<file path="src/hdl/ooo_pkg.sv">
package ooo_pkg;

    // sizing
    localparam int xlen      = 32;
    localparam int rob_depth = 8;
    localparam int tag_w     = 3;
    localparam int iq_depth  = 4;
    localparam int reg_w     = 5;

    // derived widths for counters and indices
    localparam int rob_cnt_w = 4;
    localparam int iq_idx_w  = 2;
    localparam int iq_cnt_w  = 3;

    typedef enum logic [2:0] {
        op_add,
        op_sub,
        op_and,
        op_or,
        op_xor,
        op_beq,
        op_bne
    } op_e;

    // rv32i encodings for the supported subset
    localparam logic [6:0] opc_rtype  = 7'b0110011;
    localparam logic [6:0] opc_itype  = 7'b0010011;
    localparam logic [6:0] opc_branch = 7'b1100011;

    localparam logic [2:0] f3_add = 3'b000;
    localparam logic [2:0] f3_xor = 3'b100;
    localparam logic [2:0] f3_or  = 3'b110;
    localparam logic [2:0] f3_and = 3'b111;
    localparam logic [2:0] f3_beq = 3'b000;
    localparam logic [2:0] f3_bne = 3'b001;

    localparam logic [6:0] f7_sub = 7'b0100000;

    typedef struct packed {
        logic [6:0]       funct7;
        logic [reg_w-1:0] rs2;
        logic [reg_w-1:0] rs1;
        logic [2:0]       funct3;
        logic [reg_w-1:0] rd;
        logic [6:0]       opcode;
    } r_view_t;

    // imm_lo sits in the rs2 slot; branches also spread imm bits over rd
    typedef struct packed {
        logic [6:0]       imm_hi;
        logic [4:0]       imm_lo;
        logic [reg_w-1:0] rs1;
        logic [2:0]       funct3;
        logic [reg_w-1:0] rd;
        logic [6:0]       opcode;
    } i_view_t;

    typedef union packed {
        r_view_t r;
        i_view_t i;
    } insn_u;

endpackage

</file>
<file path="src/hdl/alu_exec.sv">
`timescale 1ns/1ps

module alu_exec (
    input  logic                      clk,
    input  logic                      rst,
    input  logic                      flush,
    input  logic                      issue_valid,
    input  ooo_pkg::op_e              issue_op,
    input  logic [ooo_pkg::tag_w-1:0] issue_tag,
    input  logic [ooo_pkg::xlen-1:0]  issue_a,
    input  logic [ooo_pkg::xlen-1:0]  issue_b,
    input  logic [ooo_pkg::xlen-1:0]  issue_pc,
    input  logic [ooo_pkg::xlen-1:0]  issue_imm,
    output logic                      cdb_valid,
    output logic [ooo_pkg::tag_w-1:0] cdb_tag,
    output logic [ooo_pkg::xlen-1:0]  cdb_value,
    output logic                      cdb_taken,
    output logic [ooo_pkg::xlen-1:0]  cdb_target
);

    logic [ooo_pkg::xlen-1:0] result;
    logic                     taken;

    always_comb begin
        result = '0;
        taken  = 1'b0;
        case (issue_op)
            ooo_pkg::op_add: result = issue_a + issue_b;
            ooo_pkg::op_sub: result = issue_a - issue_b;
            ooo_pkg::op_and: result = issue_a & issue_b;
            ooo_pkg::op_or:  result = issue_a | issue_b;
            ooo_pkg::op_xor: result = issue_a ^ issue_b;
            ooo_pkg::op_beq: taken = (issue_a == issue_b);
            ooo_pkg::op_bne: taken = (issue_a != issue_b);
            default: ;
        endcase
    end

    always_ff @(posedge clk) begin
        if (rst || flush) begin
            cdb_valid <= 1'b0;
        end else begin
            cdb_valid <= issue_valid;
        end
        cdb_tag    <= issue_tag;
        cdb_value  <= result;
        cdb_taken  <= taken;
        // branch target, only meaningful for branches
        cdb_target <= issue_pc + issue_imm;
    end

endmodule

</file>
<file path="src/hdl/issue_queue.sv">
`timescale 1ns/1ps

module issue_queue (
    input  logic                          clk,
    input  logic                          rst,
    input  logic                          flush,
    input  logic                          dispatch_valid,
    input  logic [ooo_pkg::tag_w-1:0]     dispatch_tag,
    input  ooo_pkg::op_e                  dispatch_op,
    input  logic [ooo_pkg::xlen-1:0]      dispatch_a,
    input  logic [ooo_pkg::xlen-1:0]      dispatch_b,
    input  logic                          dispatch_a_valid,
    input  logic                          dispatch_b_valid,
    input  logic [ooo_pkg::tag_w-1:0]     dispatch_a_tag,
    input  logic [ooo_pkg::tag_w-1:0]     dispatch_b_tag,
    input  logic [ooo_pkg::xlen-1:0]      dispatch_pc,
    input  logic [ooo_pkg::xlen-1:0]      dispatch_imm,
    input  logic                          dispatch_imm_used,
    input  logic                          cdb_valid,
    input  logic [ooo_pkg::tag_w-1:0]     cdb_tag,
    input  logic [ooo_pkg::xlen-1:0]      cdb_value,
    output logic                          issue_valid,
    output ooo_pkg::op_e                  issue_op,
    output logic [ooo_pkg::tag_w-1:0]     issue_tag,
    output logic [ooo_pkg::xlen-1:0]      issue_a,
    output logic [ooo_pkg::xlen-1:0]      issue_b,
    output logic [ooo_pkg::xlen-1:0]      issue_pc,
    output logic [ooo_pkg::xlen-1:0]      issue_imm,
    output logic [ooo_pkg::iq_cnt_w-1:0]  iq_free
);

    logic [ooo_pkg::iq_depth-1:0] valid, a_ok, b_ok, imm_used, ready;
    ooo_pkg::op_e                 op    [ooo_pkg::iq_depth];
    logic [ooo_pkg::tag_w-1:0]    tag   [ooo_pkg::iq_depth];
    logic [ooo_pkg::tag_w-1:0]    a_tag [ooo_pkg::iq_depth];
    logic [ooo_pkg::tag_w-1:0]    b_tag [ooo_pkg::iq_depth];
    logic [ooo_pkg::xlen-1:0]     a     [ooo_pkg::iq_depth];
    logic [ooo_pkg::xlen-1:0]     b     [ooo_pkg::iq_depth];
    logic [ooo_pkg::xlen-1:0]     pc    [ooo_pkg::iq_depth];
    logic [ooo_pkg::xlen-1:0]     imm   [ooo_pkg::iq_depth];
    // age matrix: bit j of older[i] set when entry j is older than entry i
    logic [ooo_pkg::iq_depth-1:0] older [ooo_pkg::iq_depth];
    logic [ooo_pkg::iq_idx_w-1:0] sel, slot;

    assign ready = valid & a_ok & b_ok;

    // oldest ready entry has no ready entry older than itself
    always_comb begin
        sel         = '0;
        issue_valid = 1'b0;
        for (int i = 0; i < ooo_pkg::iq_depth; i++) begin
            if (ready[i] && !(|(ready & older[i]))) begin
                sel         = ooo_pkg::iq_idx_w'(i);
                issue_valid = 1'b1;
            end
        end
    end

    // lowest free slot and free count
    always_comb begin
        slot    = '0;
        iq_free = '0;
        for (int i = ooo_pkg::iq_depth - 1; i >= 0; i--) begin
            if (!valid[i]) begin
                slot    = ooo_pkg::iq_idx_w'(i);
                iq_free = iq_free + 1'b1;
            end
        end
    end

    assign issue_op  = op[sel];
    assign issue_tag = tag[sel];
    assign issue_a   = a[sel];
    assign issue_b   = imm_used[sel] ? imm[sel] : b[sel];
    assign issue_pc  = pc[sel];
    assign issue_imm = imm[sel];

    always_ff @(posedge clk) begin
        if (rst || flush) begin
            valid <= '0;
        end else begin
            if (issue_valid) begin
                valid[sel] <= 1'b0;
            end
            // wakeup from the broadcast
            for (int i = 0; i < ooo_pkg::iq_depth; i++) begin
                if (cdb_valid && !a_ok[i] && a_tag[i] == cdb_tag) begin
                    a_ok[i] <= 1'b1;
                    a[i]    <= cdb_value;
                end
                if (cdb_valid && !b_ok[i] && b_tag[i] == cdb_tag) begin
                    b_ok[i] <= 1'b1;
                    b[i]    <= cdb_value;
                end
            end
            if (dispatch_valid) begin
                valid[slot]    <= 1'b1;
                op[slot]       <= dispatch_op;
                tag[slot]      <= dispatch_tag;
                a_tag[slot]    <= dispatch_a_tag;
                b_tag[slot]    <= dispatch_b_tag;
                pc[slot]       <= dispatch_pc;
                imm[slot]      <= dispatch_imm;
                imm_used[slot] <= dispatch_imm_used;
                // same-cycle broadcast hit
                if (!dispatch_a_valid && cdb_valid && cdb_tag == dispatch_a_tag) begin
                    a_ok[slot] <= 1'b1;
                    a[slot]    <= cdb_value;
                end else begin
                    a_ok[slot] <= dispatch_a_valid;
                    a[slot]    <= dispatch_a;
                end
                if (!dispatch_b_valid && cdb_valid && cdb_tag == dispatch_b_tag) begin
                    b_ok[slot] <= 1'b1;
                    b[slot]    <= cdb_value;
                end else begin
                    b_ok[slot] <= dispatch_b_valid;
                    b[slot]    <= dispatch_b;
                end
                older[slot] <= valid;
                for (int i = 0; i < ooo_pkg::iq_depth; i++) begin
                    older[i][slot] <= 1'b0;
                end
            end
        end
    end

endmodule

</file>
<file path="src/hdl/ooo_core_top.sv">
`timescale 1ns/1ps

module ooo_core_top (
    input  logic                      clk,
    input  logic                      rst,
    input  logic                      insn_valid,
    input  ooo_pkg::insn_u            insn,
    input  logic [ooo_pkg::xlen-1:0]  insn_pc,
    input  logic                      insn_pred_taken,
    output logic                      stall,
    output logic                      commit_valid,
    output logic [ooo_pkg::reg_w-1:0] commit_rd,
    output logic [ooo_pkg::xlen-1:0]  commit_value,
    output logic                      redirect_valid,
    output logic [ooo_pkg::xlen-1:0]  redirect_pc
);

    logic [ooo_pkg::tag_w-1:0]    alloc_tag, query_tag_a, query_tag_b, commit_tag;
    logic                         rob_full, query_ready_a, query_ready_b, flush;
    logic [ooo_pkg::xlen-1:0]     query_value_a, query_value_b;
    logic                         dispatch_valid, dispatch_is_branch, dispatch_pred_taken;
    logic [ooo_pkg::tag_w-1:0]    dispatch_tag, dispatch_a_tag, dispatch_b_tag;
    logic [ooo_pkg::reg_w-1:0]    dispatch_rd;
    ooo_pkg::op_e                 dispatch_op, issue_op;
    logic [ooo_pkg::xlen-1:0]     dispatch_pc, dispatch_a, dispatch_b, dispatch_imm;
    logic                         dispatch_a_valid, dispatch_b_valid, dispatch_imm_used;
    logic                         issue_valid, cdb_valid, cdb_taken;
    logic [ooo_pkg::tag_w-1:0]    issue_tag, cdb_tag;
    logic [ooo_pkg::xlen-1:0]     issue_a, issue_b, issue_pc, issue_imm;
    logic [ooo_pkg::xlen-1:0]     cdb_value, cdb_target;
    logic [ooo_pkg::iq_cnt_w-1:0] iq_free;

    // the entry in flight from rename already owns an iq slot
    assign stall = rob_full || iq_free == '0
                   || (iq_free == ooo_pkg::iq_cnt_w'(1) && dispatch_valid);

    rename_stage u_rename (.*);

    issue_queue u_iq (.*);

    alu_exec u_alu (.*);

    reorder_buffer u_rob (.*);

endmodule

</file>
<file path="src/hdl/rename_stage.sv">
`timescale 1ns/1ps

module rename_stage (
    input  logic                         clk,
    input  logic                         rst,
    input  logic                         insn_valid,
    input  ooo_pkg::insn_u               insn,
    input  logic [ooo_pkg::xlen-1:0]     insn_pc,
    input  logic                         insn_pred_taken,
    input  logic [ooo_pkg::tag_w-1:0]    alloc_tag,
    input  logic                         query_ready_a,
    input  logic                         query_ready_b,
    input  logic [ooo_pkg::xlen-1:0]     query_value_a,
    input  logic [ooo_pkg::xlen-1:0]     query_value_b,
    input  logic                         commit_valid,
    input  logic [ooo_pkg::reg_w-1:0]    commit_rd,
    input  logic [ooo_pkg::xlen-1:0]     commit_value,
    input  logic [ooo_pkg::tag_w-1:0]    commit_tag,
    input  logic                         flush,
    output logic [ooo_pkg::tag_w-1:0]    query_tag_a,
    output logic [ooo_pkg::tag_w-1:0]    query_tag_b,
    output logic                         dispatch_valid,
    output logic [ooo_pkg::tag_w-1:0]    dispatch_tag,
    output logic [ooo_pkg::reg_w-1:0]    dispatch_rd,
    output logic                         dispatch_is_branch,
    output logic                         dispatch_pred_taken,
    output logic [ooo_pkg::xlen-1:0]     dispatch_pc,
    output ooo_pkg::op_e                 dispatch_op,
    output logic [ooo_pkg::xlen-1:0]     dispatch_a,
    output logic [ooo_pkg::xlen-1:0]     dispatch_b,
    output logic                         dispatch_a_valid,
    output logic                         dispatch_b_valid,
    output logic [ooo_pkg::tag_w-1:0]    dispatch_a_tag,
    output logic [ooo_pkg::tag_w-1:0]    dispatch_b_tag,
    output logic [ooo_pkg::xlen-1:0]     dispatch_imm,
    output logic                         dispatch_imm_used
);

    logic [ooo_pkg::xlen-1:0]  rf   [2**ooo_pkg::reg_w];
    logic [ooo_pkg::tag_w-1:0] rtag [2**ooo_pkg::reg_w];
    logic [2**ooo_pkg::reg_w-1:0] busy;

    ooo_pkg::op_e              op;
    logic [ooo_pkg::reg_w-1:0] rs1, rs2, rd;
    logic                      use_rs2, writes_rd, is_branch, imm_used;
    logic [ooo_pkg::xlen-1:0]  imm, a_val, b_val;
    logic                      a_ok, b_ok;

    // decode
    always_comb begin
        rs1       = insn.r.rs1;
        rs2       = insn.r.rs2;
        rd        = insn.r.rd;
        op        = ooo_pkg::op_add;
        use_rs2   = 1'b0;
        writes_rd = 1'b0;
        is_branch = 1'b0;
        imm_used  = 1'b0;
        imm       = '0;
        case (insn.r.opcode)
            ooo_pkg::opc_rtype: begin
                use_rs2   = 1'b1;
                writes_rd = 1'b1;
                case (insn.r.funct3)
                    ooo_pkg::f3_add: begin
                        op = (insn.r.funct7 == ooo_pkg::f7_sub) ? ooo_pkg::op_sub
                                                                : ooo_pkg::op_add;
                    end
                    ooo_pkg::f3_xor: op = ooo_pkg::op_xor;
                    ooo_pkg::f3_or:  op = ooo_pkg::op_or;
                    ooo_pkg::f3_and: op = ooo_pkg::op_and;
                    default:         op = ooo_pkg::op_add;
                endcase
            end
            ooo_pkg::opc_itype: begin
                // addi only
                writes_rd = (insn.i.funct3 == ooo_pkg::f3_add);
                imm_used  = 1'b1;
                imm = {{20{insn.i.imm_hi[6]}}, insn.i.imm_hi, insn.i.imm_lo};
            end
            ooo_pkg::opc_branch: begin
                use_rs2   = 1'b1;
                is_branch = 1'b1;
                op = (insn.i.funct3 == ooo_pkg::f3_beq) ? ooo_pkg::op_beq : ooo_pkg::op_bne;
                imm = {{20{insn.i.imm_hi[6]}}, insn.i.rd[0], insn.i.imm_hi[5:0],
                       insn.i.rd[4:1], 1'b0};
            end
            default: ;
        endcase
    end

    assign query_tag_a = rtag[rs1];
    assign query_tag_b = rtag[rs2];

    // operand read: regfile, value committing this cycle, or rob
    always_comb begin
        if (!busy[rs1]) begin
            a_val = rf[rs1];
            a_ok  = 1'b1;
        end else if (commit_valid && commit_tag == rtag[rs1]) begin
            a_val = commit_value;
            a_ok  = 1'b1;
        end else begin
            a_val = query_value_a;
            a_ok  = query_ready_a;
        end
        if (!use_rs2) begin
            b_val = '0;
            b_ok  = 1'b1;
        end else if (!busy[rs2]) begin
            b_val = rf[rs2];
            b_ok  = 1'b1;
        end else if (commit_valid && commit_tag == rtag[rs2]) begin
            b_val = commit_value;
            b_ok  = 1'b1;
        end else begin
            b_val = query_value_b;
            b_ok  = query_ready_b;
        end
    end

    always_ff @(posedge clk) begin
        if (rst) begin
            busy <= '0;
            for (int i = 0; i < 2**ooo_pkg::reg_w; i++) begin
                rf[i] <= '0;
            end
        end else begin
            if (commit_valid && commit_rd != '0) begin
                rf[commit_rd] <= commit_value;
                if (rtag[commit_rd] == commit_tag) begin
                    busy[commit_rd] <= 1'b0;
                end
            end
            // new producer overrides a same-edge commit clear
            if (flush) begin
                busy <= '0;
            end else if (insn_valid && writes_rd && rd != '0) begin
                busy[rd] <= 1'b1;
                rtag[rd] <= alloc_tag;
            end
        end
    end

    always_ff @(posedge clk) begin
        if (rst || flush) begin
            dispatch_valid <= 1'b0;
        end else begin
            dispatch_valid <= insn_valid;
        end
        dispatch_tag        <= alloc_tag;
        dispatch_rd         <= writes_rd ? rd : '0;
        dispatch_is_branch  <= is_branch;
        dispatch_pred_taken <= insn_pred_taken;
        dispatch_pc         <= insn_pc;
        dispatch_op         <= op;
        dispatch_a          <= a_val;
        dispatch_b          <= b_val;
        dispatch_a_valid    <= a_ok;
        dispatch_b_valid    <= b_ok;
        dispatch_a_tag      <= rtag[rs1];
        dispatch_b_tag      <= rtag[rs2];
        dispatch_imm        <= imm;
        dispatch_imm_used   <= imm_used;
    end

endmodule

</file>
<file path="src/hdl/reorder_buffer.sv">
`timescale 1ns/1ps

module reorder_buffer (
    input  logic                      clk,
    input  logic                      rst,
    input  logic                      dispatch_valid,
    input  logic [ooo_pkg::tag_w-1:0] dispatch_tag,
    input  logic [ooo_pkg::reg_w-1:0] dispatch_rd,
    input  logic                      dispatch_is_branch,
    input  logic                      dispatch_pred_taken,
    input  logic [ooo_pkg::xlen-1:0]  dispatch_pc,
    input  logic                      cdb_valid,
    input  logic [ooo_pkg::tag_w-1:0] cdb_tag,
    input  logic [ooo_pkg::xlen-1:0]  cdb_value,
    input  logic                      cdb_taken,
    input  logic [ooo_pkg::xlen-1:0]  cdb_target,
    input  logic [ooo_pkg::tag_w-1:0] query_tag_a,
    input  logic [ooo_pkg::tag_w-1:0] query_tag_b,
    output logic [ooo_pkg::tag_w-1:0] alloc_tag,
    output logic                      rob_full,
    output logic                      query_ready_a,
    output logic                      query_ready_b,
    output logic [ooo_pkg::xlen-1:0]  query_value_a,
    output logic [ooo_pkg::xlen-1:0]  query_value_b,
    output logic                      commit_valid,
    output logic [ooo_pkg::reg_w-1:0] commit_rd,
    output logic [ooo_pkg::xlen-1:0]  commit_value,
    output logic [ooo_pkg::tag_w-1:0] commit_tag,
    output logic                      redirect_valid,
    output logic [ooo_pkg::xlen-1:0]  redirect_pc,
    output logic                      flush
);

    logic [ooo_pkg::rob_depth-1:0] busy, done, is_br, pred, taken;
    logic [ooo_pkg::reg_w-1:0]     rd     [ooo_pkg::rob_depth];
    logic [ooo_pkg::xlen-1:0]      value  [ooo_pkg::rob_depth];
    logic [ooo_pkg::xlen-1:0]      target [ooo_pkg::rob_depth];
    logic [ooo_pkg::xlen-1:0]      pc     [ooo_pkg::rob_depth];

    logic [ooo_pkg::tag_w-1:0]     head, tail;
    logic [ooo_pkg::rob_cnt_w-1:0] count;
    logic                          empty, head_ready, mispredict, retire;

    assign empty      = (count == '0);
    assign head_ready = !empty && done[head];
    assign mispredict = is_br[head] && (pred[head] != taken[head]);
    assign retire     = head_ready && !mispredict;

    // the tail moves one cycle late, so skip past an entry in flight
    assign alloc_tag = dispatch_valid ? ooo_pkg::tag_w'(tail + 1'b1) : tail;
    assign rob_full  = (count + ooo_pkg::rob_cnt_w'(dispatch_valid))
                       == ooo_pkg::rob_cnt_w'(ooo_pkg::rob_depth);

    assign redirect_valid = flush;

    // operand lookup, with bypass of this cycle's broadcast
    always_comb begin
        if (cdb_valid && cdb_tag == query_tag_a) begin
            query_ready_a = 1'b1;
            query_value_a = cdb_value;
        end else begin
            query_ready_a = busy[query_tag_a] && done[query_tag_a];
            query_value_a = value[query_tag_a];
        end
        if (cdb_valid && cdb_tag == query_tag_b) begin
            query_ready_b = 1'b1;
            query_value_b = cdb_value;
        end else begin
            query_ready_b = busy[query_tag_b] && done[query_tag_b];
            query_value_b = value[query_tag_b];
        end
    end

    always_ff @(posedge clk) begin
        if (rst || flush) begin
            busy         <= '0;
            done         <= '0;
            head         <= '0;
            tail         <= '0;
            count        <= '0;
            commit_valid <= 1'b0;
            flush        <= 1'b0;
        end else begin
            // branches and x0 writes retire without a commit strobe
            commit_valid <= retire && rd[head] != '0;
            commit_rd    <= rd[head];
            commit_value <= value[head];
            commit_tag   <= head;
            flush        <= head_ready && mispredict;
            redirect_pc  <= taken[head] ? target[head] : pc[head] + 32'd4;
            if (retire) begin
                busy[head] <= 1'b0;
                head       <= head + 1'b1;
            end
            if (cdb_valid) begin
                done[cdb_tag]   <= 1'b1;
                value[cdb_tag]  <= cdb_value;
                taken[cdb_tag]  <= cdb_taken;
                target[cdb_tag] <= cdb_target;
            end
            if (dispatch_valid) begin
                busy[dispatch_tag]  <= 1'b1;
                done[dispatch_tag]  <= 1'b0;
                rd[dispatch_tag]    <= dispatch_rd;
                is_br[dispatch_tag] <= dispatch_is_branch;
                pred[dispatch_tag]  <= dispatch_pred_taken;
                pc[dispatch_tag]    <= dispatch_pc;
                tail                <= tail + 1'b1;
            end
            count <= count + ooo_pkg::rob_cnt_w'(dispatch_valid)
                           - ooo_pkg::rob_cnt_w'(retire);
        end
    end

endmodule

</file>
<file path="config.mk">
export PLATFORM = sky130hd
export DESIGN_NAME = ooo_core_top
export DESIGN_NICKNAME = d
export VERILOG_FILES = /design/src/hdl/ooo_pkg.sv /design/src/hdl/alu_exec.sv /design/src/hdl/issue_queue.sv /design/src/hdl/ooo_core_top.sv /design/src/hdl/rename_stage.sv /design/src/hdl/reorder_buffer.sv
export SDC_FILE = /design/constraint.sdc
export NUM_CORES = 2
export LEC_CHECK = 0
export BUFFER_PORTS_ARGS = -buffer_cell sky130_fd_sc_hd__buf_2
export CAP_MARGIN = 30
export CELL_PAD_IN_SITES_DETAIL_PLACEMENT = 0
export CELL_PAD_IN_SITES_GLOBAL_PLACEMENT = 1
export CORE_UTILIZATION = 28
export CTS_BUF_LIST = sky130_fd_sc_hd__clkbuf_8
export DETAILED_ROUTE_END_ITERATION = 12
export PLACE_DENSITY = 0.46
export RECOVER_POWER = 50
export SLEW_MARGIN = 20
export SYNTH_ARGS = -nofsm -noshare
export SYNTH_HDL_FRONTEND = slang
export SYNTH_SLANG_ARGS = --single-unit
export TNS_END_PERCENT = 10
</file>
<file path="constraint.sdc">
create_clock -name clk -period 10.7 [get_ports clk]
set_input_delay 2.14 -clock clk [delete_from_list [all_inputs] [get_ports clk]]
set_output_delay 2.14 -clock clk [all_outputs]
set_load 0.005 [all_outputs]
</file>
==> results.tsv <==
metric	value	unit
status	finished with violations	
violations	capacitance limit, slew limit	
hold_depth	2	
ys_ff_latch	2809	
slowest_stage	clkbuf_1	
end_kind	flip-flop	
die_width	701	µm
async_flop_share	0	%
hold_violations	0	
crit_chain	clkbuf_1, or2_0, clkinvlp_2, and2_0, and3_1, nand3_1, nor2_1	
ant_nets	0	
skew	97.0	ps
pin_count	140	
clockBufferDepth	4	
num_vias	85100	
irDropWorstVdd	134	µV
cts_resized	0	
worst_setup_hold_path_clk_slew	50	ps
p_leak	0.0527	µW
antenna_found_initial	71	
grt_pass1_wl	721000	µm
syn_area_per_cell	15.1	µm²
slew_viol_final	1798	
critPathArrivalTime	8850	ps
place_hpwl	321000	µm
max_stage_delay	2130	ps
drt-total-wl	524000	µm
worst_r2r_path_depth	6	
drtIter0Drc	7869	
grt_pass1_vias	87400	
rr_startpoint	u_rob.head[0]	
clkSinkCount	2809	
synth.distinct_cells	92	
gp_congestion	0.798	
setup_violations	0	
setup-tns-final	0	ps
cts_root_buffer	clkbuf_8	
power_density	160	mW/mm²
cts_tree	built	
syn-instance-count	9077	
drive_gt1_share	25.1	%
routed_via_density	5.26	
hold_ws	466	ps
finalCritPeriodShare	75.0	%
hold_class	flip-flop to flip-flop	
clk_latency	1190	ps
utilization	31.9	%
cp_top_family	buffers and inverters	
start_util	28.1	%
area_delta_synth_final	13.5	%
power	24900	µW
first_pass_iters	9	
post-cts-setup-buffers	0	
crit_type	input pin to flip-flop	
yosysWarnings	0	
rsz0062_at_grt	false	
ctsHoldBuffers	0	
rrSetupSlack	2700	ps
portBuffers	139	
synth.yosys.seq_area_share	59.6	%
fmax	125	MHz
cp_max_fo	47	
rr_endpoint	u_rob.busy[3]	
synth_flop_cell	edfxtp_1	
wire_per_inst	32.4	µm
cts_made_buffers	535	
final_nets	9503	
chipHeight	701	µm
required	11530	ps
overflow	0	
hold_path_end	u_iq.older[3][2]	
cp_num_buf_inv	2	
start_kind	input pin	
drc	0	
grt_use_total	20.9	%
period_minus_slack	8020	ps
holdCritStartpoint	u_iq.older[3][2]	
cap_violations	70	
grt_max_degree	121	
tightest_slew	4250	ps
row_count	256	
mappedNetlistArea	0.137	mm²
slew_headroom	-183	%
htreeDepth	6	
core	0.486	mm²
synth_edf_count	2520	
die_area	0.491	mm²
-- area by class of cell --
class,count,area [µm²]
antenna,30,75.1
clock buffer,585,8050
clock inverter,363,2000
fill,47800,331000
inverter,138,529
multi-input combinational,5396,52100
sequential,2809,81500
tap,6450,8070
timing repair buffer,415,2840
-- sequential cells by signal (all words and copies together) (netlist names), 40 cells and up, named ones only --
name and cells:
u_rob.rd 40, u_rob.pc 256, u_iq.a 128, u_iq.pc 128
u_rob.value 256, u_rename.rf 1024, u_rename.rtag 96, u_rob.target 256
u_iq.b 128, u_iq.imm 52
-- tightest hold or removal path: stages (launching register included) --
cell     delay [ps]
dfxtp_1         310
nand2_1          50
a21oi_1          50
-- layout by cell type (no fill, tap or decap), types with 32 or more instances in the layout --
cell type,count
edfxtp_1,2520
mux4_2,949
and2_1,845
clkbuf_8,585
nand2_1,547
mux2_2,361
inv_1,342
dfxtp_1,286
nor2_1,285
mux2i_1,275
buf_4,181
o21ai_0,177
a21oi_1,173
and2_0,171
ha_1,137
buf_2,107
a211oi_1,106
clkbuf_1,96
o22ai_1,94
a31oi_1,90
o221ai_1,87
a22oi_1,84
o211ai_1,83
nand3_1,72
xnor2_1,70
nor3_1,69
nor2b_1,63
clkinv_1,62
and3_1,58
xor2_1,43
o21ai_1,43
a221oi_1,40
clkinv_2,38
conb_1,35
nand2b_1,33
a21o_1,32
-- power breakdown --
part / switching [µW] / total (µW) / internal [µW]
logic: 1250 / 2060 / 810
clock network: 4900 / 10200 / 5310
registers: 331 / 12600 / 12300
-- synth_stat cells, drive strengths merged, types with 137 or more instances --
cell type  number  share of area [%]
mux2i         278                2.0
a21oi         173               0.63
o21ai         221               0.81
edfxtp       2520                 55
buf           217               0.87
inv           137               0.38
dfxtp         289                4.2
nor2          309               0.85
mux2          363                3.0
ha            137                1.3
clkbuf        551                1.5
mux4          955                 16
nand2         557                1.5
and2         1017                4.7
-- worst max-delay path by stage --
stage / cells past startpoint / from / endpoint
global route: 6 / u_rob.head[0] / u_rob.busy[3]
floorplan: 7 / rst / u_iq.a[2][10]
global placement: 11 / insn[18] / u_rename.dispatch_a[24]
detailed placement: 12 / insn[15] / u_rename.dispatch_a[14]
finish: 7 / rst / u_rename.rtag[31][0]
CTS: 21 / u_iq.valid[1] / u_alu.cdb_value[26]
-- logic make-up (layout without fill, tap and decap cells) --
group                      after synthesis  after routing  synth area share (%)
DFF                                   2809           2809                  59.6
buffers and inverters                  906           1501                  2.77
xor gates and xnor gates               113            113                 0.724
adders and majority gates              140            140                  1.30
and+or+nand+nor                       2339           2339                  9.07
other                                    1             65               0.00274
AOI/OAI and AO/OA                     1173           1173                  5.78
muxes                                 1596           1596                  20.8
-- layer usage --
| metal | global-route usage (%) | part of all wire, % |
|---|---|---|
| met5 | 0 | 0.0078 |
| met4 | 5.78 | 2.9 |
| met2 | 35.3 | 49 |
| met1 | 28.1 | 43 |
| met3 | 2.69 | 5.2 |
-- stage by stage --
stage | instance area (µm²) | cells | worst slack [ps]
global route | 155000 | 16200 | 1880
detailed placement | 146000 | 15200 | 3640
floorplan | 137000 | 9111 | 1880
CTS | 156000 | 16200 | 3660
global placement | 145000 | 15200 | 3550
finish | 155000 | 16200 | 2680
Power figures use the tool's default switching activity.
